$ cat src/rtl/race_pkg.sv
package race_pkg;

    typedef logic [7:0]  pos_t;
    typedef logic [3:0]  lane_t;
    typedef logic [3:0]  speed_t;
    typedef logic [23:0] rgb_t;

    typedef struct packed {
        pos_t   pos;
        lane_t  lane;
        speed_t speed;
    } car_state_t;

    // hold is treated as no steering by the physics.
    typedef enum logic [1:0] {
        STEER_NONE  = 2'd0,
        STEER_LEFT  = 2'd1,
        STEER_RIGHT = 2'd2,
        STEER_HOLD  = 2'd3
    } steer_e;

    typedef struct packed {
        logic [2:0] acc;
        steer_e     steer;
    } car_ctrl_t;

    typedef enum logic [1:0] {
        GAME_IDLE     = 2'd0,
        GAME_RACING   = 2'd1,
        GAME_FINISHED = 2'd2
    } game_state_e;

    typedef enum logic [1:0] {
        RESULT_NONE = 2'd0,
        RESULT_CAR1 = 2'd1,
        RESULT_CAR2 = 2'd2,
        RESULT_TIE  = 2'd3
    } game_result_e;

    localparam rgb_t COLOR_CAR1    = 24'hff0000;
    localparam rgb_t COLOR_CAR2    = 24'h0000ff;
    localparam rgb_t COLOR_TRACK_A = 24'h505050;
    localparam rgb_t COLOR_TRACK_B = 24'h808080;
    localparam rgb_t COLOR_FINISH  = 24'hffffff;
    localparam rgb_t COLOR_BLANK   = 24'h000000;

    localparam speed_t MAX_SPEED = 4'd12;
    localparam lane_t  LANE_MAX  = 4'd15;
    localparam int     CAR_SIZE  = 4;
    localparam int     LAP_WIDTH = 3;

    // bit index is row * CAR_SIZE + column; the four corners are see-through.
    localparam logic [15:0] CAR_MASK = 16'b0110_1111_1111_0110;

endpackage
$ cat src/rtl/race_top.sv
`timescale 1ns/1ps

module race_top #(
    parameter int H_ACTIVE    = 192,
    parameter int H_TOTAL     = 240,
    parameter int V_ACTIVE    = 144,
    parameter int V_TOTAL     = 160,
    parameter int H_SYNC_W    = 16,
    parameter int V_SYNC_W    = 4,
    parameter int LAPS_TO_WIN = 3
) (
    input  logic                   i_clk,
    input  logic                   i_rst_n,
    input  logic                   i_next_state,
    input  race_pkg::car_ctrl_t    i_car1_ctrl,
    input  race_pkg::car_ctrl_t    i_car2_ctrl,
    output logic                   o_h_sync,
    output logic                   o_v_sync,
    output race_pkg::rgb_t         o_rgb,
    output logic                   o_rgb_valid,
    output logic                   o_car1_vibrate,
    output logic                   o_car2_vibrate,
    output race_pkg::speed_t       o_car1_speed,
    output race_pkg::speed_t       o_car2_speed,
    output race_pkg::game_state_e  o_game_state,
    output race_pkg::game_result_e o_result
);

    import race_pkg::*;

    logic [7:0] pix_h;
    logic [7:0] pix_v;
    logic       pix_active;
    logic       frame_tick;
    logic       h_sync_raw;
    logic       v_sync_raw;
    logic       racing;
    logic       clear;
    logic       car1_lap_wrap;
    logic       car2_lap_wrap;
    car_state_t car1_state;
    car_state_t car2_state;

    video_timing #(
        .H_ACTIVE (H_ACTIVE),
        .H_TOTAL  (H_TOTAL),
        .V_ACTIVE (V_ACTIVE),
        .V_TOTAL  (V_TOTAL),
        .H_SYNC_W (H_SYNC_W),
        .V_SYNC_W (V_SYNC_W)
    ) u_video_timing (
        .i_clk        (i_clk),
        .i_rst_n      (i_rst_n),
        .o_h          (pix_h),
        .o_v          (pix_v),
        .o_active     (pix_active),
        .o_frame_tick (frame_tick),
        .o_h_sync     (h_sync_raw),
        .o_v_sync     (v_sync_raw)
    );

    car_physics #(
        .START_LANE (4'd4)
    ) u_car1 (
        .i_clk        (i_clk),
        .i_rst_n      (i_rst_n),
        .i_frame_tick (frame_tick),
        .i_racing     (racing),
        .i_clear      (clear),
        .i_ctrl       (i_car1_ctrl),
        .o_state      (car1_state),
        .o_lap_wrap   (car1_lap_wrap),
        .o_vibrate    (o_car1_vibrate)
    );

    car_physics #(
        .START_LANE (4'd11)
    ) u_car2 (
        .i_clk        (i_clk),
        .i_rst_n      (i_rst_n),
        .i_frame_tick (frame_tick),
        .i_racing     (racing),
        .i_clear      (clear),
        .i_ctrl       (i_car2_ctrl),
        .o_state      (car2_state),
        .o_lap_wrap   (car2_lap_wrap),
        .o_vibrate    (o_car2_vibrate)
    );

    race_control #(
        .LAPS_TO_WIN (LAPS_TO_WIN)
    ) u_race_control (
        .i_clk           (i_clk),
        .i_rst_n         (i_rst_n),
        .i_next_state    (i_next_state),
        .i_car1_lap_wrap (car1_lap_wrap),
        .i_car2_lap_wrap (car2_lap_wrap),
        .o_racing        (racing),
        .o_clear         (clear),
        .o_game_state    (o_game_state),
        .o_result        (o_result),
        .o_car1_lap      (),
        .o_car2_lap      ()
    );

    pixel_compositor #(
        .H_ACTIVE (H_ACTIVE)
    ) u_pixel_compositor (
        .i_clk       (i_clk),
        .i_rst_n     (i_rst_n),
        .i_h         (pix_h),
        .i_v         (pix_v),
        .i_active    (pix_active),
        .i_h_sync    (h_sync_raw),
        .i_v_sync    (v_sync_raw),
        .i_car1      (car1_state),
        .i_car2      (car2_state),
        .o_rgb       (o_rgb),
        .o_rgb_valid (o_rgb_valid),
        .o_h_sync    (o_h_sync),
        .o_v_sync    (o_v_sync)
    );

    assign o_car1_speed = car1_state.speed;
    assign o_car2_speed = car2_state.speed;

endmodule

$ cat src/rtl/pixel_compositor.sv
`timescale 1ns/1ps

module pixel_compositor #(
    parameter int H_ACTIVE = 192
) (
    input  logic                 i_clk,
    input  logic                 i_rst_n,
    input  logic [7:0]           i_h,
    input  logic [7:0]           i_v,
    input  logic                 i_active,
    input  logic                 i_h_sync,
    input  logic                 i_v_sync,
    input  race_pkg::car_state_t i_car1,
    input  race_pkg::car_state_t i_car2,
    output race_pkg::rgb_t       o_rgb,
    output logic                 o_rgb_valid,
    output logic                 o_h_sync,
    output logic                 o_v_sync
);

    import race_pkg::*;

    logic car1_hit;
    logic car2_hit;
    rgb_t colour;

    // a car covers a CAR_SIZE square with its top left corner at (pos mod width, lane).
    function automatic logic sprite_hit(input logic [7:0] h, input logic [7:0] v,
                                        input car_state_t car);
        logic [7:0] col;
        logic [7:0] row;
        logic [7:0] dx;
        logic [7:0] dy;
        logic       in_box;
        col    = 8'(car.pos % H_ACTIVE);
        row    = {4'd0, car.lane};
        dx     = h - col;
        dy     = v - row;
        in_box = (h >= col) && (dx < 8'(CAR_SIZE)) && (v >= row) && (dy < 8'(CAR_SIZE));
        return in_box && CAR_MASK[{dy[1:0], dx[1:0]}];
    endfunction

    assign car1_hit = sprite_hit(i_h, i_v, i_car1);
    assign car2_hit = sprite_hit(i_h, i_v, i_car2);

    // car 1 is drawn on top when the sprites overlap.
    always_comb begin
        if (car1_hit) begin
            colour = COLOR_CAR1;
        end else if (car2_hit) begin
            colour = COLOR_CAR2;
        end else if (i_h == 8'd0) begin
            colour = COLOR_FINISH;
        end else if (i_v[2]) begin
            colour = COLOR_TRACK_B;
        end else begin
            colour = COLOR_TRACK_A;
        end
    end

    always_ff @(posedge i_clk) begin
        o_rgb <= i_active ? colour : COLOR_BLANK;
    end

    always_ff @(posedge i_clk or negedge i_rst_n) begin
        if (!i_rst_n) begin
            o_rgb_valid <= 1'b0;
            o_h_sync    <= 1'b1;
            o_v_sync    <= 1'b1;
        end else begin
            o_rgb_valid <= i_active;
            o_h_sync    <= i_h_sync;
            o_v_sync    <= i_v_sync;
        end
    end

endmodule

$ cat src/rtl/race_control.sv
`timescale 1ns/1ps

module race_control #(
    parameter int LAPS_TO_WIN = 3
) (
    input  logic                            i_clk,
    input  logic                            i_rst_n,
    input  logic                            i_next_state,
    input  logic                            i_car1_lap_wrap,
    input  logic                            i_car2_lap_wrap,
    output logic                            o_racing,
    output logic                            o_clear,
    output race_pkg::game_state_e           o_game_state,
    output race_pkg::game_result_e          o_result,
    output logic [race_pkg::LAP_WIDTH-1:0]  o_car1_lap,
    output logic [race_pkg::LAP_WIDTH-1:0]  o_car2_lap
);

    import race_pkg::*;

    localparam logic [LAP_WIDTH-1:0] LAP_LAST = LAP_WIDTH'(LAPS_TO_WIN - 1);

    game_state_e          state_q;
    game_result_e         result_q;
    logic [LAP_WIDTH-1:0] lap1_q;
    logic [LAP_WIDTH-1:0] lap2_q;
    logic                 next_q;
    logic                 next_rise;
    logic                 win1;
    logic                 win2;

    assign next_rise = i_next_state && !next_q;
    assign win1      = i_car1_lap_wrap && (lap1_q == LAP_LAST);
    assign win2      = i_car2_lap_wrap && (lap2_q == LAP_LAST);

    always_ff @(posedge i_clk or negedge i_rst_n) begin
        if (!i_rst_n) begin
            next_q   <= 1'b0;
            state_q  <= GAME_IDLE;
            result_q <= RESULT_NONE;
            lap1_q   <= '0;
            lap2_q   <= '0;
        end else begin
            next_q <= i_next_state;
            case (state_q)
                GAME_IDLE: begin
                    if (next_rise) begin
                        state_q <= GAME_RACING;
                    end
                end
                GAME_RACING: begin
                    if (i_car1_lap_wrap) begin
                        lap1_q <= lap1_q + 1'b1;
                    end
                    if (i_car2_lap_wrap) begin
                        lap2_q <= lap2_q + 1'b1;
                    end
                    if (win1 || win2) begin
                        state_q <= GAME_FINISHED;
                        if (win1 && win2) begin
                            result_q <= RESULT_TIE;
                        end else if (win1) begin
                            result_q <= RESULT_CAR1;
                        end else begin
                            result_q <= RESULT_CAR2;
                        end
                    end
                end
                GAME_FINISHED: begin
                    if (next_rise) begin
                        state_q  <= GAME_IDLE;
                        result_q <= RESULT_NONE;
                        lap1_q   <= '0;
                        lap2_q   <= '0;
                    end
                end
                default: state_q <= GAME_IDLE;
            endcase
        end
    end

    // the clear pulse lines up with the edge that moves the game back to idle.
    assign o_clear      = (state_q == GAME_FINISHED) && next_rise;
    assign o_racing     = (state_q == GAME_RACING);
    assign o_game_state = state_q;
    assign o_result     = result_q;
    assign o_car1_lap   = lap1_q;
    assign o_car2_lap   = lap2_q;

    // a lap pulse can only follow a tick taken while the race was running.
    a_wrap_only_racing: assert property (@(posedge i_clk) disable iff (!i_rst_n)
        (i_car1_lap_wrap || i_car2_lap_wrap) |-> $past(o_racing));

endmodule

$ cat src/rtl/car_physics.sv
`timescale 1ns/1ps

module car_physics #(
    parameter race_pkg::lane_t START_LANE = 4'd4
) (
    input  logic                 i_clk,
    input  logic                 i_rst_n,
    input  logic                 i_frame_tick,
    input  logic                 i_racing,
    input  logic                 i_clear,
    input  race_pkg::car_ctrl_t  i_ctrl,
    output race_pkg::car_state_t o_state,
    output logic                 o_lap_wrap,
    output logic                 o_vibrate
);

    import race_pkg::*;

    localparam car_state_t START_STATE = '{pos: 8'd0, lane: START_LANE, speed: 4'd0};

    car_state_t state_q;
    speed_t     speed_next;
    lane_t      lane_next;
    logic [4:0] speed_up;
    logic [2:0] speed_down;
    logic [8:0] pos_sum;
    logic       blocked;

    // codes 4..7 accelerate by code-4, codes 0..3 brake by 4-code.
    always_comb begin
        speed_up   = {1'b0, state_q.speed} + {3'b000, i_ctrl.acc[1:0]};
        speed_down = 3'd4 - i_ctrl.acc;
        if (i_ctrl.acc[2]) begin
            speed_next = (speed_up > {1'b0, MAX_SPEED}) ? MAX_SPEED : speed_up[3:0];
        end else if (state_q.speed < {1'b0, speed_down}) begin
            speed_next = '0;
        end else begin
            speed_next = state_q.speed - {1'b0, speed_down};
        end
    end

    // bit 8 is the carry past the end of the lap.
    assign pos_sum = {1'b0, state_q.pos} + {5'd0, speed_next};

    always_comb begin
        lane_next = state_q.lane;
        blocked   = 1'b0;
        case (i_ctrl.steer)
            STEER_LEFT: begin
                if (state_q.lane == '0) begin
                    blocked = 1'b1;
                end else begin
                    lane_next = state_q.lane - 4'd1;
                end
            end
            STEER_RIGHT: begin
                if (state_q.lane == LANE_MAX) begin
                    blocked = 1'b1;
                end else begin
                    lane_next = state_q.lane + 4'd1;
                end
            end
            default: lane_next = state_q.lane;
        endcase
    end

    always_ff @(posedge i_clk or negedge i_rst_n) begin
        if (!i_rst_n) begin
            state_q    <= START_STATE;
            o_lap_wrap <= 1'b0;
            o_vibrate  <= 1'b0;
        end else if (i_clear) begin
            state_q    <= START_STATE;
            o_lap_wrap <= 1'b0;
            o_vibrate  <= 1'b0;
        end else begin
            o_lap_wrap <= 1'b0;
            if (i_frame_tick) begin
                // vibration holds for the whole frame after a blocked move.
                o_vibrate <= i_racing && blocked;
                if (i_racing) begin
                    state_q.speed <= speed_next;
                    state_q.pos   <= pos_sum[7:0];
                    state_q.lane  <= lane_next;
                    o_lap_wrap    <= pos_sum[8];
                end
            end
        end
    end

    assign o_state = state_q;

    a_speed_bound: assert property (@(posedge i_clk) disable iff (!i_rst_n)
        state_q.speed <= MAX_SPEED);

endmodule

$ cat src/rtl/video_timing.sv
`timescale 1ns/1ps

module video_timing #(
    parameter int H_ACTIVE = 192,
    parameter int H_TOTAL  = 240,
    parameter int V_ACTIVE = 144,
    parameter int V_TOTAL  = 160,
    parameter int H_SYNC_W = 16,
    parameter int V_SYNC_W = 4
) (
    input  logic       i_clk,
    input  logic       i_rst_n,
    output logic [7:0] o_h,
    output logic [7:0] o_v,
    output logic       o_active,
    output logic       o_frame_tick,
    output logic       o_h_sync,
    output logic       o_v_sync
);

    localparam logic [7:0] H_LAST       = 8'(H_TOTAL - 1);
    localparam logic [7:0] V_LAST       = 8'(V_TOTAL - 1);
    localparam logic [8:0] H_SYNC_START = 9'(H_ACTIVE);
    localparam logic [8:0] H_SYNC_END   = 9'(H_ACTIVE + H_SYNC_W);
    localparam logic [8:0] V_SYNC_START = 9'(V_ACTIVE);
    localparam logic [8:0] V_SYNC_END   = 9'(V_ACTIVE + V_SYNC_W);

    logic [7:0] h_cnt;
    logic [7:0] v_cnt;
    logic       h_wrap;
    logic       v_wrap;
    logic       tick_q;

    assign h_wrap = (h_cnt == H_LAST);
    assign v_wrap = (v_cnt == V_LAST);

    // the tick is registered so it lands in the cycle where both counters read zero.
    always_ff @(posedge i_clk or negedge i_rst_n) begin
        if (!i_rst_n) begin
            h_cnt  <= '0;
            v_cnt  <= '0;
            tick_q <= 1'b0;
        end else begin
            tick_q <= h_wrap && v_wrap;
            if (h_wrap) begin
                h_cnt <= '0;
                if (v_wrap) begin
                    v_cnt <= '0;
                end else begin
                    v_cnt <= v_cnt + 8'd1;
                end
            end else begin
                h_cnt <= h_cnt + 8'd1;
            end
        end
    end

    assign o_h          = h_cnt;
    assign o_v          = v_cnt;
    assign o_frame_tick = tick_q;
    assign o_active     = ({1'b0, h_cnt} < H_SYNC_START) && ({1'b0, v_cnt} < V_SYNC_START);

    // sync pulses sit at the start of each blanking interval.
    assign o_h_sync = !(({1'b0, h_cnt} >= H_SYNC_START) && ({1'b0, h_cnt} < H_SYNC_END));
    assign o_v_sync = !(({1'b0, v_cnt} >= V_SYNC_START) && ({1'b0, v_cnt} < V_SYNC_END));

    a_tick_at_origin: assert property (@(posedge i_clk) disable iff (!i_rst_n)
        o_frame_tick |-> (o_h == 8'd0 && o_v == 8'd0));

endmodule

$ cat config.mk
export PLATFORM = sky130hd
export DESIGN_NAME = race_top
export DESIGN_NICKNAME = d
export VERILOG_FILES = /design/src/rtl/race_pkg.sv /design/src/rtl/race_top.sv /design/src/rtl/pixel_compositor.sv /design/src/rtl/race_control.sv /design/src/rtl/car_physics.sv /design/src/rtl/video_timing.sv
export SDC_FILE = /design/constraint.sdc
export NUM_CORES = 1
export LEC_CHECK = 0
export ABC_AREA = 0
export BUFFER_PORTS_ARGS = -buffer_cell sky130_fd_sc_hd__buf_2
export CAP_MARGIN = 10
export CORE_AREA = 2 2 123 125
export DETAILED_ROUTE_END_ITERATION = 6
export DIE_AREA = 0 0 125 127
export PLACE_DENSITY = 0.57
export SKIP_CTS_REPAIR_TIMING = 1
export SYNTH_ARGS = -nofsm -noshare
export SYNTH_HDL_FRONTEND = slang
export SYNTH_SLANG_ARGS = --single-unit
$ cat constraint.sdc
create_clock -name i_clk -period 3 [get_ports i_clk]
set_input_delay 0.15 -clock i_clk [delete_from_list [all_inputs] [get_ports i_clk]]
set_output_delay 0.15 -clock i_clk [all_outputs]
set_load 0.05 [all_outputs]
; ---- Word-level counts from Yosys, hierarchy flattened
; Memory sizes are Yosys's and may differ from the RTL's.
; Index checks and enable logic that the tools add are counted.
[op_classes]
shifts = 0
n_reduce_logical = 41
multipliers = 0
eq_ne = 21
n_lt_le_gt_ge = 20
bitwise = 1
div_mod_pow = 2
add_sub_neg = 20
mux = 55
[ops]
columns = cell, count
row1 = $mux W16, 6
row2 = $mux W24, 4
row3 = $mod A8 B8 Y32 const B, 2
row4 = $mux W4, 10
row5 = $lt A8 B3 Y1 const B, 4
row6 = $lt A8 B8 Y1 const B, 4
row7 = $logic_and A1 B1 Y1, 19
row8 = $add A8 B4 Y9, 2
row9 = $add A8 B1 Y8 const B, 2
row10 = $eq A8 B8 Y1 const B, 2
row11 = $ge A8 B4 Y1, 2
row12 = $ge A8 B8 Y1, 2
row13 = $ge A8 B8 Y1 const B, 2
row14 = $mux W1, 16
row15 = $mux W8, 2
row16 = $pmux W4 S2, 2
row17 = $sub A8 B4 Y8, 2
row18 = $sub A8 B8 Y8, 2
row19 = $mux W2, 6
row20 = $ne A3 B3 Y1 const B, 4
row21 = $pmux W3 S2, 2
row22 = $reduce_and A3 Y1, 4
row23 = $add A4 B2 Y5, 2
row24 = $gt A5 B4 Y1 const B, 2
row25 = 29 further kinds, 55
[word_totals]
latchBits = 0
romBits = 32
elab_cells = 186
in_bits = 13
mem_bits_rw = 0
memories = 2
ff_bits = 91
[mem_list]
columns = name, words, width, read_ports, rd_ports_with_merged_regs, wr, line_no
row1 = (name not given), 16, 1, 1, 0, 0, pixel_compositor.sv:40  ; return in_box && CAR_MASK[{dy[1:0], dx[1:0]}];
row2 = (name not given), 16, 1, 1, 0, 0, pixel_compositor.sv:40

; ---- Longest topological paths before layout
; Gate-level depths: netlist of run 1.
[depth]
depth_word = 9
ltp_mapped = 15
depth_no_buf = 15

; ---- Modules after synthesis
; From an unflattened synthesis of run 1, not the netlist that was laid out.
[hier_totals]
cells_unflattened = 661
hier_area_um2 = 6008.3
[by_module_without_submodules]
columns = module, cells_each, n_inst, area_per_inst_um2, seq_area_each_um2
row1 = pixel_compositor, 196, 1, 1646.6, 257.7
row2 = car_physics (u_car2), 165, 1, 1478.9, 454.2
row3 = car_physics (u_car1), 159, 1, 1443.9, 451.7
row4 = video_timing, 90, 1, 892.1, 425.4
row5 = race_control, 51, 1, 546.8, 275.3

; ---- Worst setup path before layout of run 1
; Ideal clock, no wire load.
[synth_timing]
path_type = flip-flop to flip-flop
start = reg u_car1.state_q, in the netlist u_car1.o_state[0]
end = reg u_car1.state_q, in the netlist u_car1.o_state[15]
path_stages_with_launch = 16
n_path_buf = 0
t_required_ns = 2.864
path_slack_ns = -0.111
t_arrival_ns = 2.975
period_less_slack_ns = 3.111
setup_time_ns = 0.136
cell_sequence = dfrtp_1 > ha_1 > fa_1 > nand2b_1 > o21ai_0 > nand2_1 > o2bb2ai_1 > o22a_1 > nor2_1 > ha_1 > a21o_1 > a21oi_1 > nor2b_1 > o221ai_1 > or3_1 > a21oi_1
[synth_via]
elab_chain_len = 8
elab_cells_between_ends = 11
[synth_lines]
columns = element, line_no
row1 = start: declaration, car_physics.sv:21  ; car_state_t state_q;
row2 = $add A4 B2 Y5, car_physics.sv:31  ; speed_up = {1'b0, state_q.speed} + {3'b000, i_ctrl.acc[1:0]};
row3 = $gt A5 B4 Y1, car_physics.sv:34  ; speed_next = (speed_up > {1'b0, MAX_SPEED}) ? MAX_SPEED : speed_up[3:0];
row4 = $mux W4, car_physics.sv:34
row5 = $mux W4 (*), car_physics.sv:33  ; if (i_ctrl.acc[2]) begin
row6 = $add A8 B4 Y9 (*), car_physics.sv:43  ; assign pos_sum = {1'b0, state_q.pos} + {5'd0, speed_next};
row7 = $mux W16 (*), car_physics.sv:81  ; if (i_racing) begin
row8 = $mux W16 (*), car_physics.sv:78  ; if (i_frame_tick) begin
row9 = $mux W16 (*), car_physics.sv:72  ; end else if (i_clear) begin
; Mark *: on every way between the ends. The rest lies on a longest branch, timed or not. The select of a mux whose other input is x is not followed.
; A chain may end at the register's enable or synchronous reset.

; ---- Final worst setup path of run 1
[layout_timing]
start = reg u_car2.state_q, in the netlist u_car2.o_state[0]
end = reg u_car2.state_q, in the netlist u_car2.o_state[15]
[layout_via]
elab_chain_len = 8
elab_cells_between_ends = 11
[layout_lines]
columns = element, line_no
row1 = start: declaration, car_physics.sv:21
row2 = $add A4 B2 Y5, car_physics.sv:31
row3 = $gt A5 B4 Y1, car_physics.sv:34
row4 = $mux W4, car_physics.sv:34
row5 = $mux W4 (*), car_physics.sv:33
row6 = $add A8 B4 Y9 (*), car_physics.sv:43
row7 = $mux W16 (*), car_physics.sv:81
row8 = $mux W16 (*), car_physics.sv:78
row9 = $mux W16 (*), car_physics.sv:72
; Marked as above.

==> qor.yml, run 1 <==
ys_top_cells_by_count: "ha_1 (64), nand2_1 (64), dfrtp_1 (61)"
synth_edf_count: 0
drt-total-wl_mm: 13.62
synthDistinctLibCells: 66
dpl.hpwl_mm: 10.29
grt_pass1_vias: 4757
required_ps: 3280
portBuffers: 53
total_leakage_power_uw: 0.003334
fin_ws_ps: -142.8
clk_pin_slew_ps: 60
endpoint_kind: "flop"
initial_core_util: 0.4086
numCtsBuffers: 9
setup_viol: 11
grt_pass1_wl_mm: 22.51
synth_cells: 662
synth-seq-cells: 76
grt_max_degree: 32
crit_family: "adder cells"
cellPowerDensity_mw_per_mm2: 722.8
wl_per_cell_um: 14.65
clk_path_buf_depth: 2
path_class: "reg -> reg"
vias: 4909
ant_nets: 0
ys_async_sr_fraction: 0.8816
dieWidth_um: 125
clock-sinks: 76
nNetsFinal: 830
vias_per_cell: 5.278
tns_ps: -900.4
rsz0062_at_grt: "yes"
worst_hold_path_type: "in -> reg"
ir_drop_uv: 306.2
fmax_mhz: 318.2
cp.buffers_inverters: 0
finalHoldViolations: 0
chipHeight_um: 127
synth_top_area_share: 0.2590
ctsRootBufferMaster: "clkbuf_16"
yosys-top-cells-area: "dfrtp_1 (26%), ha_1 (14%), fa_1 (4.1%)"
ys_warn_count: 0
finalCritPeriodShare: 1.048
hold_depth: 5
dr.pass1.iters: 4
max_stage_delay_ps: 560
crit_fanout: 3
coreArea_mm2: 0.01442
synth-seq-area-share: 0.3163
min_period_ps: 3143
dpl.cell_count: 904
cp.arrival_ps: 3430
area_delta_synth_final_pct: 20.93
track_usage: 0.1729
worstSetupStartpointType: "flop"
fp.dieArea_mm2: 0.01588
path_cells: "ha_2 -> fa_1 -> nand2b_4 -> nand3_2 -> nand2_2 -> o2bb2ai_4 -> o22a_1 -> nor2_4 -> ha_4 -> a21o_1 -> a21oi_2 -> nor2b_2 -> o221ai_2 -> or3_1 -> a21oi_2"
syn_nets: 751
cts_tree: "done"
antenna_found_initial: 0
status: "finished, violations left"
antennaDiodeCount: 0
finClkSkew_ps: 9.891
slew_viol_final: 0
drtIter0Drc: 215
overflow: 0
ys.flop_type: "dfrtp_1"
yosysTopAreaCell: "dfrtp_1"
htreeDepth: 3
max_slew_margin: 0.4927
io_pins: 54
gp_congestion: 0.8921
cp_slowest_cell: "fa_1"
clkLatencyLatePin_ps: 360
r2r_cells: 15
violations: "setup timing"
tightestPinTransition_ps: 761.0
avgSynthCellArea_um2: 8.902
drive_gt1_frac: 0.2493
drc: 0
fin_cells: 930
cp.depth: 15
cap_violations: 0
synth_area_mm2: 0.005893
crit_path_frequent_cell: "a21oi_2"
row_count: 44
worst paths after layout:
check	startpoint	to	slack, ps
worst max-delay path	u_car2.o_state[0]	u_car2.o_state[15]	-140
worst min-delay path	i_car2_ctrl[1]	u_car2.o_vibrate	250
worst max register to register	u_car2.o_state[0]	u_car2.o_state[15]	-140
worst min register to register	u_race_control.o_result[0]	u_race_control.o_result[0]	470
max in group asynchronous	i_rst_n	u_car1.o_state[6]	1760
min in group asynchronous	i_rst_n	u_race_control.o_game_state[0]	400
routing by layer:
| layer | vias up | part of all wire | wire, um | global-route usage |
|---|---|---|---|---|
| met3 | 15 | 0.040 | 540 | 0.03685 |
| met4 | 0 | 0.014 | 187 | 0.05556 |
| met2 | 85 | 0.48 | 6485 | 0.2864 |
| li1 | 2470 | - | - | - |
| met5 | - | 0 | 0 | 0 |
| met1 | 2339 | 0.47 | 6411 | 0.2272 |
final cells by class:
class                      instances  area, um^2
fill                            1353        7297
multi-input combinational        488        3810
sequential                        76        1864
timing repair buffer             107       675.6
tap                              184       230.2
clock buffer                       9       225.2
inverter                          59       221.5
clock inverter                     7       100.1
sequential cells by signal (all words and copies together) (netlist names), 3 cells and up:
name	cells
u_car1.o_state	16
u_video_timing.o_v	8
u_race_control.o_car2_lap	3
u_video_timing.o_h	8
u_race_control.o_car1_lap	3
u_pixel_compositor.o_rgb	9
u_car2.o_state	16
power by group:
part | switching [uW] | internal, uW | total [uW]
Combinational | 1400 | 1100 | 2500
Sequential | 209 | 1230 | 1440
Clock | 482 | 733 | 1210
Total | 2100 | 3060 | 5150
layout by cell type (no fill, tap or decap), drive strengths merged, types with 8 or more instances in the layout:
master   instances
buf            105
nand2           64
ha              64
dfrtp           61
inv             60
nor2            48
a21oi           45
xnor2           25
o21ai           24
nand3           22
nand2b          18
xor2            13
fa              12
nor2b           11
a211oi          11
a21o            10
nor4            10
clkbuf           9
dfxtp            9
o2bb2ai          8
logic make-up after synthesis:
kind of cell | Yosys count | share of synthesized area
multiplexers | 10 | 0.01762
flip-flops | 76 | 0.3163
AND/OR/NAND/NOR | 221 | 0.1917
XOR/XNOR | 38 | 0.05648
adder cells (fa/ha/maj) | 76 | 0.1766
buffers and inverters | 98 | 0.07877
AO/OA/AOI/OAI | 143 | 0.1624
worst min-delay path: cells and delay by family:
family                     cells  cell delay [ps]
AOI/OAI and AO/OA              1              120
adders and majority gates      1              120
buffers and inverters          1               90
and+or+nand+nor                2               90
stage by stage:
stage / cell area, um^2 / setup WS [ps] / power, uW / util / hold slack (ps)
2_1_floorplan: 5911 / 8.871 / 3156 / - / -145.6
3_3_place_gp: 6496 / -70.36 / 3621 / 0.4504 / 251.7
3_5_place_dp: 6496 / -145.7 / 3701 / 0.4504 / 268.5
4_1_cts: 6822 / -166.0 / 4942 / 0.4729 / -114.2
5_1_grt: 7127 / -302.3 / 5550 / 0.4941 / 259.4
6_report: 7127 / -142.8 / 5151 / 0.4941 / 254.9
Power figures use the tool's default switching activity.
==> inputs of run 2 (changes only) <==
Settings changed: CORE_AREA 2 2 123 125 to 2 2 108 110, DIE_AREA 0 0 125 127 to 0 0 110 112, PLACE_DENSITY 0.57 to 0.73, SYNTH_HIERARCHICAL set to 1.
==> run 2 against run 1 <==
Net effect: hold slack lost 8.8 ps; sequential cell count is the same; the run still ends with setup timing left; largest power group is now registers; non-clock buffer count shrank 22; core utilization grew 13 points; clock skew shrank 5.5 ps.
==> qor.yml, run 2 <==
cap_violations: 0  # unchanged
grt_pass1_vias: 4662  # was 4757
fin_ws_ps: -54.20  # was -142.8 ps
ir_drop_uv: 312.7  # was 306.2 uV
worst_hold_path_type: "in -> reg"  # unchanged
synthDistinctLibCells: 95  # was 66
final_area_mm2: 0.006949  # was 0.007127 mm^2
fmax_mhz: 327.4  # was 318.2 MHz
ys.flop_type: "dfrtp_1"  # unchanged
track_usage: 0.2214  # was 0.1729
antenna_found_initial: 0  # unchanged
vias_per_cell: 5.706  # was 5.278
initial_core_util: 0.5377  # was 0.4086
place_area_mm2: 0.006450  # was 0.006496 mm^2
htreeDepth: 3  # unchanged
overflow: 0  # unchanged
synth_area_mm2: 0.006008  # was 0.005893 mm^2
required_ps: 3210  # was 3280 ps
yosysMostFrequentCell: "inv_1"
slew_viol_final: 0  # unchanged
antennaDiodeCount: 0  # unchanged
pwr-share-seq: 0.371  # was 0.279
yosys-top-cells-area: "dfrtp_1 (25%), ha_1 (12%), inv_1 (4.5%)"  # was dfrtp_1 (26%), ha_1 (14%), fa_1 (4.1%)
endpoint_kind: "flop"  # unchanged
cp.buffers_inverters: 2  # was 0
path_class: "reg -> reg"  # unchanged
dr.pass1.iters: 5  # was 4
avgSynthCellArea_um2: 9.090  # was 8.902 um^2
p_int_uw: 2083  # was 3056 uW
coreArea_mm2: 0.01117  # was 0.01442 mm^2
combPwrFrac: 0.282  # was 0.485
ys_top_cells_by_count: "inv_1 (72), dfrtp_1 (61), ha_1 (60)"  # was ha_1 (64), nand2_1 (64), dfrtp_1 (61)
grt_pass1_wl_mm: 21.60  # was 22.51 mm
area_delta_synth_final_pct: 15.66  # was 20.93%
clk_path_buf_depth: 2  # unchanged
crit_family: "adder cells"  # unchanged
nNetsFinal: 811  # was 830
synth-seq-cells: 76  # unchanged
gp_congestion: 0.8361  # was 0.8921
crit_path_frequent_cell: "inv_2"  # was a21oi_2
clk_pin_slew_ps: 60  # about the same
finalHoldViolations: 0  # unchanged
row_count: 39  # was 44
drt-total-wl_mm: 13.47  # was 13.62 mm
fillerInstances: 909  # was 1353
ctsRootBufferMaster: "clkbuf_16"  # unchanged
yosysTopAreaCell: "dfrtp_1"  # unchanged
drive_gt1_frac: 0.2462  # was 0.2493
cellPowerDensity_mw_per_mm2: 438.6  # was 722.8 mW/mm^2
p_sw_frac: 0.3166  # was 0.4067
setup_viol: 3  # was 11
chipHeight_um: 112  # was 127 um
max_slew_margin: 0.4960  # was 0.4927
cp_slowest_cell: "fa_1"  # unchanged
power_uw: 3048  # was 5151 uW
drtIter0Drc: 364  # was 215
mostFrequentLayoutCells: "inv_1 (66), dfrtp_1 (57), ha_1 (54)"  # was nand2_1 (62), dfrtp_1 (61), inv_1 (58), ha_1 (58), buf_2 (53)
finClkSkew_ps: 4.434  # was 9.891 ps
portBuffers: 53  # unchanged
power.switching_uw: 964.8  # was 2095 uW
synth_cells: 661  # was 662
min_period_ps: 3054  # was 3143 ps
status: "finished, violations left"  # unchanged
grt_max_degree: 42  # was 32
dpl.hpwl_mm: 9.723  # was 10.29 mm
wl_per_cell_um: 15.41  # was 14.65 um
synth_top_area_share: 0.2541  # was 0.2590
syn_nets: 746  # was 751
synth-seq-area-share: 0.3103  # was 0.3163
violations: "setup timing"  # unchanged
dieWidth_um: 110  # was 125 um
synth_edf_count: 0  # unchanged
vias: 4987  # was 4909
postLayoutCoreUtil: 0.6219  # was 0.4941
fp.dieArea_mm2: 0.01232  # was 0.01588 mm^2
drc: 0  # unchanged
tns_ps: -85.07  # was -900.4 ps
crit_fanout: 4  # was 3
p_clk_frac: 0.347  # was 0.236
io_pins: 54  # unchanged
cts_tree: "done"  # unchanged
clkLatencyLatePin_ps: 350  # was 360 ps
rsz0062_at_grt: "yes"  # unchanged
finalCritPeriodShare: 1.018  # was 1.048
layout_commonest_cell: "inv_1"  # was nand2_1
total_leakage_power_uw: 0.003169  # was 0.003334 uW
ys_warn_count: 6  # was 0
cp.arrival_ps: 3270  # was 3430 ps
max_stage_delay_ps: 510  # was 560 ps
hold_ws_ps: 246.1  # was 254.9 ps
numCtsBuffers: 9  # unchanged
ant_nets: 0  # unchanged
tightestPinTransition_ps: 754.9  # was 761.0 ps
path_cells: "ha_4 -> inv_2 -> fa_1 -> a21boi_1 -> and4b_4 -> o31ai_4 -> nand2_1 -> nor2_2 -> ha_2 -> inv_2 -> fa_2 -> nor2b_2 -> o21ai_2 -> a2111oi_1"  # was ha_2 -> fa_1 -> nand2b_4 -> nand3_2 -> nand2_2 -> o2bb2ai_4 -> o22a_1 -> nor2_4 -> ha_4 -> a21o_1 -> a21oi_2 -> nor2b_2 -> o221ai_2 -> or3_1 -> a21oi_2
clock-sinks: 76  # unchanged
worstSetupStartpointType: "flop"  # unchanged
ys_async_sr_fraction: 0.8816  # unchanged
==> run 2: path summary, 6_finish.rpt <==
kind                       cells past startpoint  slack [ps]                  startpoint                          to
setup / recovery                              14         -50           u_car2/o_state[0]           u_car2/o_lap_wrap
hold / removal                                 3         250              i_car2_ctrl[4]           u_car2/o_state[3]
setup reg to reg                              14         -50           u_car2/o_state[0]           u_car2/o_lap_wrap
hold reg to reg                                1         500  u_race_control/o_result[1]  u_race_control/o_result[1]
max in group asynchronous                      3        2260                     i_rst_n           u_car2/o_state[4]
min in group asynchronous                      3         370                     i_rst_n           u_car1/o_state[4]
==> run 2: stage by stage <==
| step | instances | setup WS (ps) |
|---|---|---|
| global placement | 849 | 18.43 |
| global route | 874 | -208.8 |
| finish | 874 | -54.20 |
| detailed placement | 849 | -119.3 |
| CTS | 865 | -140.6 |
| floorplan | 661 | -93.13 |
==> run 2: layer usage <==
| layer | track usage | wire [um] | part of all wire |
|---|---|---|---|
| met2 | 0.3521 | 6569 | 0.49 |
| met4 | 0.07426 | 238 | 0.018 |
| met5 | 0 | 0 | 0 |
| met1 | 0.3008 | 6168 | 0.46 |
| met3 | 0.04274 | 495 | 0.037 |
==> run 2: worst min-delay path, delay by kind of cell <==
family / cells / cell delay [ps]
AND/OR/NAND/NOR: 1 / 80
AO/OA/AOI/OAI: 1 / 150
buffers and inverters: 1 / 170
==> run 2: cells by family (layout without fill, tap and decap cells) <==
kind of cell    count (synthesis)  after routing  synth area share
fa+ha+maj                      72             72            0.1649
xor+xnor                       34             34           0.04956
compound gates                149            149            0.1772
simple gates                  220            220            0.2053
buf+inv                       104            174           0.08142
flops                          76             76            0.3103
mux                             6              6           0.01124
==> run 2: area by class of cell <==
| class | count | area [um^2] | area share |
|---|---|---|---|
| well taps | 143 | 178.9 | 0.02575 |
| inverters | 73 | 274.0 | 0.03943 |
| multi-input cells | 481 | 3824 | 0.5502 |
| repair buffers | 85 | 514.2 | 0.07400 |
| flip-flops and latches | 76 | 1869 | 0.2690 |
| clock inverters | 4 | 22.52 | 0.003241 |
| clock buffers | 12 | 266.5 | 0.03835 |
==> run 2: power groups by stage <==
stage / clock (uW) / combinational [uW] / sequential [uW]
6_report: 1060 / 861 / 1130
5_1_grt: 1120 / 953 / 1140
4_1_cts: 1090 / 756 / 1130
3_5_place_dp: 0 / 749 / 1150
3_3_place_gp: 0 / 724 / 1140
2_1_floorplan: 0 / 501 / 1200
==> inputs of run 3 (changes only) <==
Settings changed: ABC_AREA 0 to 1, ABC_CLOCK_PERIOD_IN_PS set to 3000, CORE_AREA 2 2 108 110 to 2 2 111 113, DIE_AREA 0 0 110 112 to 0 0 113 115, SETUP_SLACK_MARGIN set to 0.3.
==> run 3 against run 2 <==
Net effect: via count is 16% higher; clock skew is 0.79 ps lower; die area is 5.5% higher; first-iteration DRC count is 17% higher; critical endpoint is now u_car2/o_state[14]; the flow finishes with violations (DRC, hold timing); final cell count is 28% higher.
==> qor.yml, run 3 <==
status: "finished, violations left"  # unchanged
violations: "DRC, hold timing"  # was setup timing
ys_async_sr_fraction: 0.8816  # unchanged
htreeDepth: 3  # unchanged
track_usage: 0.2215  # was 0.2214
max_slew_margin: 0.4391  # was 0.4960
ctsRootBufferMaster: "clkbuf_16"  # unchanged
cap_violations: 0  # unchanged
drt-total-wl_mm: 14.16  # was 13.47 mm
overflow: 0  # unchanged
initial_core_util: 0.5389  # was 0.5377
wl_per_cell_um: 12.66  # was 15.41 um
fmax_mhz: 349.0  # was 327.4 MHz
row_count: 40  # was 39
hold_ws_ps: -0.2791  # was 246.1 ps
synth_edf_count: 0  # unchanged
yosys-top-cells-area: "dfrtp_1 (24%), nand2_1 (14%), ha_1 (12%)"  # was dfrtp_1 (25%), ha_1 (12%), inv_1 (4.5%)
fin_cells: 1118  # was 874
synth_area_mm2: 0.006365  # was 0.006008 mm^2
total_leakage_power_uw: 0.003914  # was 0.003169 uW
drtIter0Drc: 426  # was 364
synth-seq-cells: 76  # unchanged
antenna_found_initial: 0  # unchanged
layout_commonest_cell: "nand2_1"  # was inv_1
drc: 6  # was 0
ys_top_cells_by_count: "nand2_1 (240), inv_1 (170), nor2_1 (90)"  # was inv_1 (72), dfrtp_1 (61), ha_1 (60)
syn_nets: 1000  # was 746
dpl.cell_count: 1097  # was 849
setup_viol: 0  # was 3
finalHoldViolations: 1  # was 0
grt_max_degree: 68  # was 42
max_stage_delay_ps: 520  # was 510 ps
avgSynthCellArea_um2: 6.956  # was 9.090 um^2
clock-sinks: 76  # unchanged
worst_hold_path_type: "in -> async"  # was in -> reg
ys.flop_type: "dfrtp_1"  # unchanged
numCtsBuffers: 9  # unchanged
clk_pin_slew_ps: 60  # about the same
mostFrequentLayoutCells: "nand2_1 (231), inv_1 (165), nor2_1 (90)"  # was inv_1 (66), dfrtp_1 (57), ha_1 (54)
grt_pass1_wl_mm: 23.23  # was 21.60 mm
ant_nets: 0  # unchanged
crit_family: "adder cells"  # unchanged
cellPowerDensity_mw_per_mm2: 728.6  # was 438.6 mW/mm^2
crit_fanout: 4  # unchanged
gp_congestion: 0.8900  # was 0.8361
area_delta_synth_final_pct: 13.07  # was 15.66%
path_cells: "ha_4 -> inv_2 -> fa_2 -> nand2_1 -> inv_1 -> nor2_1 -> nand3_1 -> nand2_1 -> a21oi_2 -> ha_2 -> inv_2 -> fa_2 -> o21ai_4 -> nand2_2 -> nand2_2 -> o21ai_1 -> o21ai_1 -> inv_1"  # was ha_4 -> inv_2 -> fa_1 -> a21boi_1 -> and4b_4 -> o31ai_4 -> nand2_1 -> nor2_2 -> ha_2 -> inv_2 -> fa_2 -> nor2b_2 -> o21ai_2 -> a2111oi_1
cp.buffers_inverters: 4  # was 2
portBuffers: 53  # unchanged
tightestPinTransition_ps: 841.3  # was 754.9 ps
yosysTopAreaCell: "dfrtp_1"  # unchanged
drive_gt1_frac: 0.1607  # was 0.2462
slew_viol_final: 0  # unchanged
worstSetupStartpointType: "flop"  # unchanged
dieWidth_um: 113  # was 110 um
nNetsFinal: 1051  # was 811
dpl.hpwl_mm: 10.71  # was 9.723 mm
dr.pass1.iters: 7  # was 5
grt_pass1_vias: 5301  # was 4662
synth-seq-area-share: 0.2929  # was 0.3103
fp.dieArea_mm2: 0.01300  # was 0.01232 mm^2
vias: 5768  # was 4987
endpoint_kind: "flop"  # unchanged
cts_tree: "done"  # unchanged
cp.arrival_ps: 3100  # was 3270 ps
rsz0062_at_grt: "yes"  # unchanged
clkLatencyLatePin_ps: 340  # was 350 ps
fillerInstances: 1112  # was 909
finalCritPeriodShare: 0.9551  # was 1.018
yosysMostFrequentCell: "nand2_1"  # was inv_1
synth_top_area_share: 0.2398  # was 0.2541
vias_per_cell: 5.159  # was 5.706
io_pins: 54  # unchanged
chipHeight_um: 115  # was 112 um
cp_slowest_cell: "fa_2"  # was fa_1
path_class: "reg -> reg"  # unchanged
tns_ps: 0  # was -85.07 ps
clk_path_buf_depth: 2  # unchanged
min_period_ps: 2865  # was 3054 ps
synth_cells: 915  # was 661
required_ps: 3230  # was 3210 ps
coreArea_mm2: 0.01181  # was 0.01117 mm^2
ys_warn_count: 6  # unchanged
synthDistinctLibCells: 45  # was 95
ir_drop_uv: 520.1  # was 312.7 uV
antennaDiodeCount: 0  # unchanged
finClkSkew_ps: 3.640  # was 4.434 ps
run 3: path summary, 6_finish.rpt:
kind,slack (ps),end,start,cells past startpoint
max in group asynchronous,2400,u_car2/o_state[0],i_rst_n,2
hold / removal,-0.3,u_race_control/o_game_state[0],i_rst_n,2
min in group i_clk,240,u_car1/o_state[1],i_car1_ctrl[4],4
setup / recovery,130,u_car2/o_state[14],u_car2/o_state[0],18
hold reg to reg,470,u_race_control/o_result[0],u_race_control/o_result[0],2
setup reg to reg,130,u_car2/o_state[14],u_car2/o_state[0],18
run 3: layout make-up:
cell class | instances | area [um^2] | share of cell area
Tap cell | 147 | 183.9 | 0.02556
Sequential cell | 76 | 1869 | 0.2597
Clock inverter | 5 | 83.83 | 0.01165
Timing Repair Buffer | 62 | 339.1 | 0.04711
Multi-Input combinational cell | 638 | 3789 | 0.5264
Inverter | 179 | 679.4 | 0.09440
Clock buffer | 11 | 252.7 | 0.03512
run 3: logic make-up after synthesis:
family,Yosys count,synth area share
xor gates and xnor gates,16,0.02202
AOI/OAI and AO/OA,90,0.08236
DFF,76,0.2929
adders and majority gates,72,0.1557
and+or+nand+nor,460,0.3157
buffers and inverters,201,0.1313
run 3: metal layers:
metal  up-vias  share of wire  wire length (um)  global-route usage
li1       2975              -                 -                   -
met1      2640           0.46              6538              0.2794
met2       136           0.48              6760              0.3868
met3        17          0.045               631             0.03479
met4         0          0.016               227             0.08049
met5         -              0                 0                   0
run 3: report_power, final:
group / switching, uW / internal [uW]
sequential: 257 / 1230
combinational: 1600 / 952
clock: 424 / 774
run 3: stage by stage:
step | cell area, um^2 | hold WS (ps) | total power, uW | utilization | worst slack, ps
after floorplan | 6400 | -145.6 | 3384 | - | 236.8
final | 7197 | -0.2791 | 5244 | 0.6093 | 134.7
after global routing | 7197 | 92.99 | 5681 | 0.6093 | 43.35
after detailed placement | 6723 | 291.5 | 3915 | 0.5692 | 220.9
after global placement | 6723 | 273.5 | 3878 | 0.5692 | 316.6
after CTS | 7059 | -68.53 | 5141 | 0.5977 | 198.0
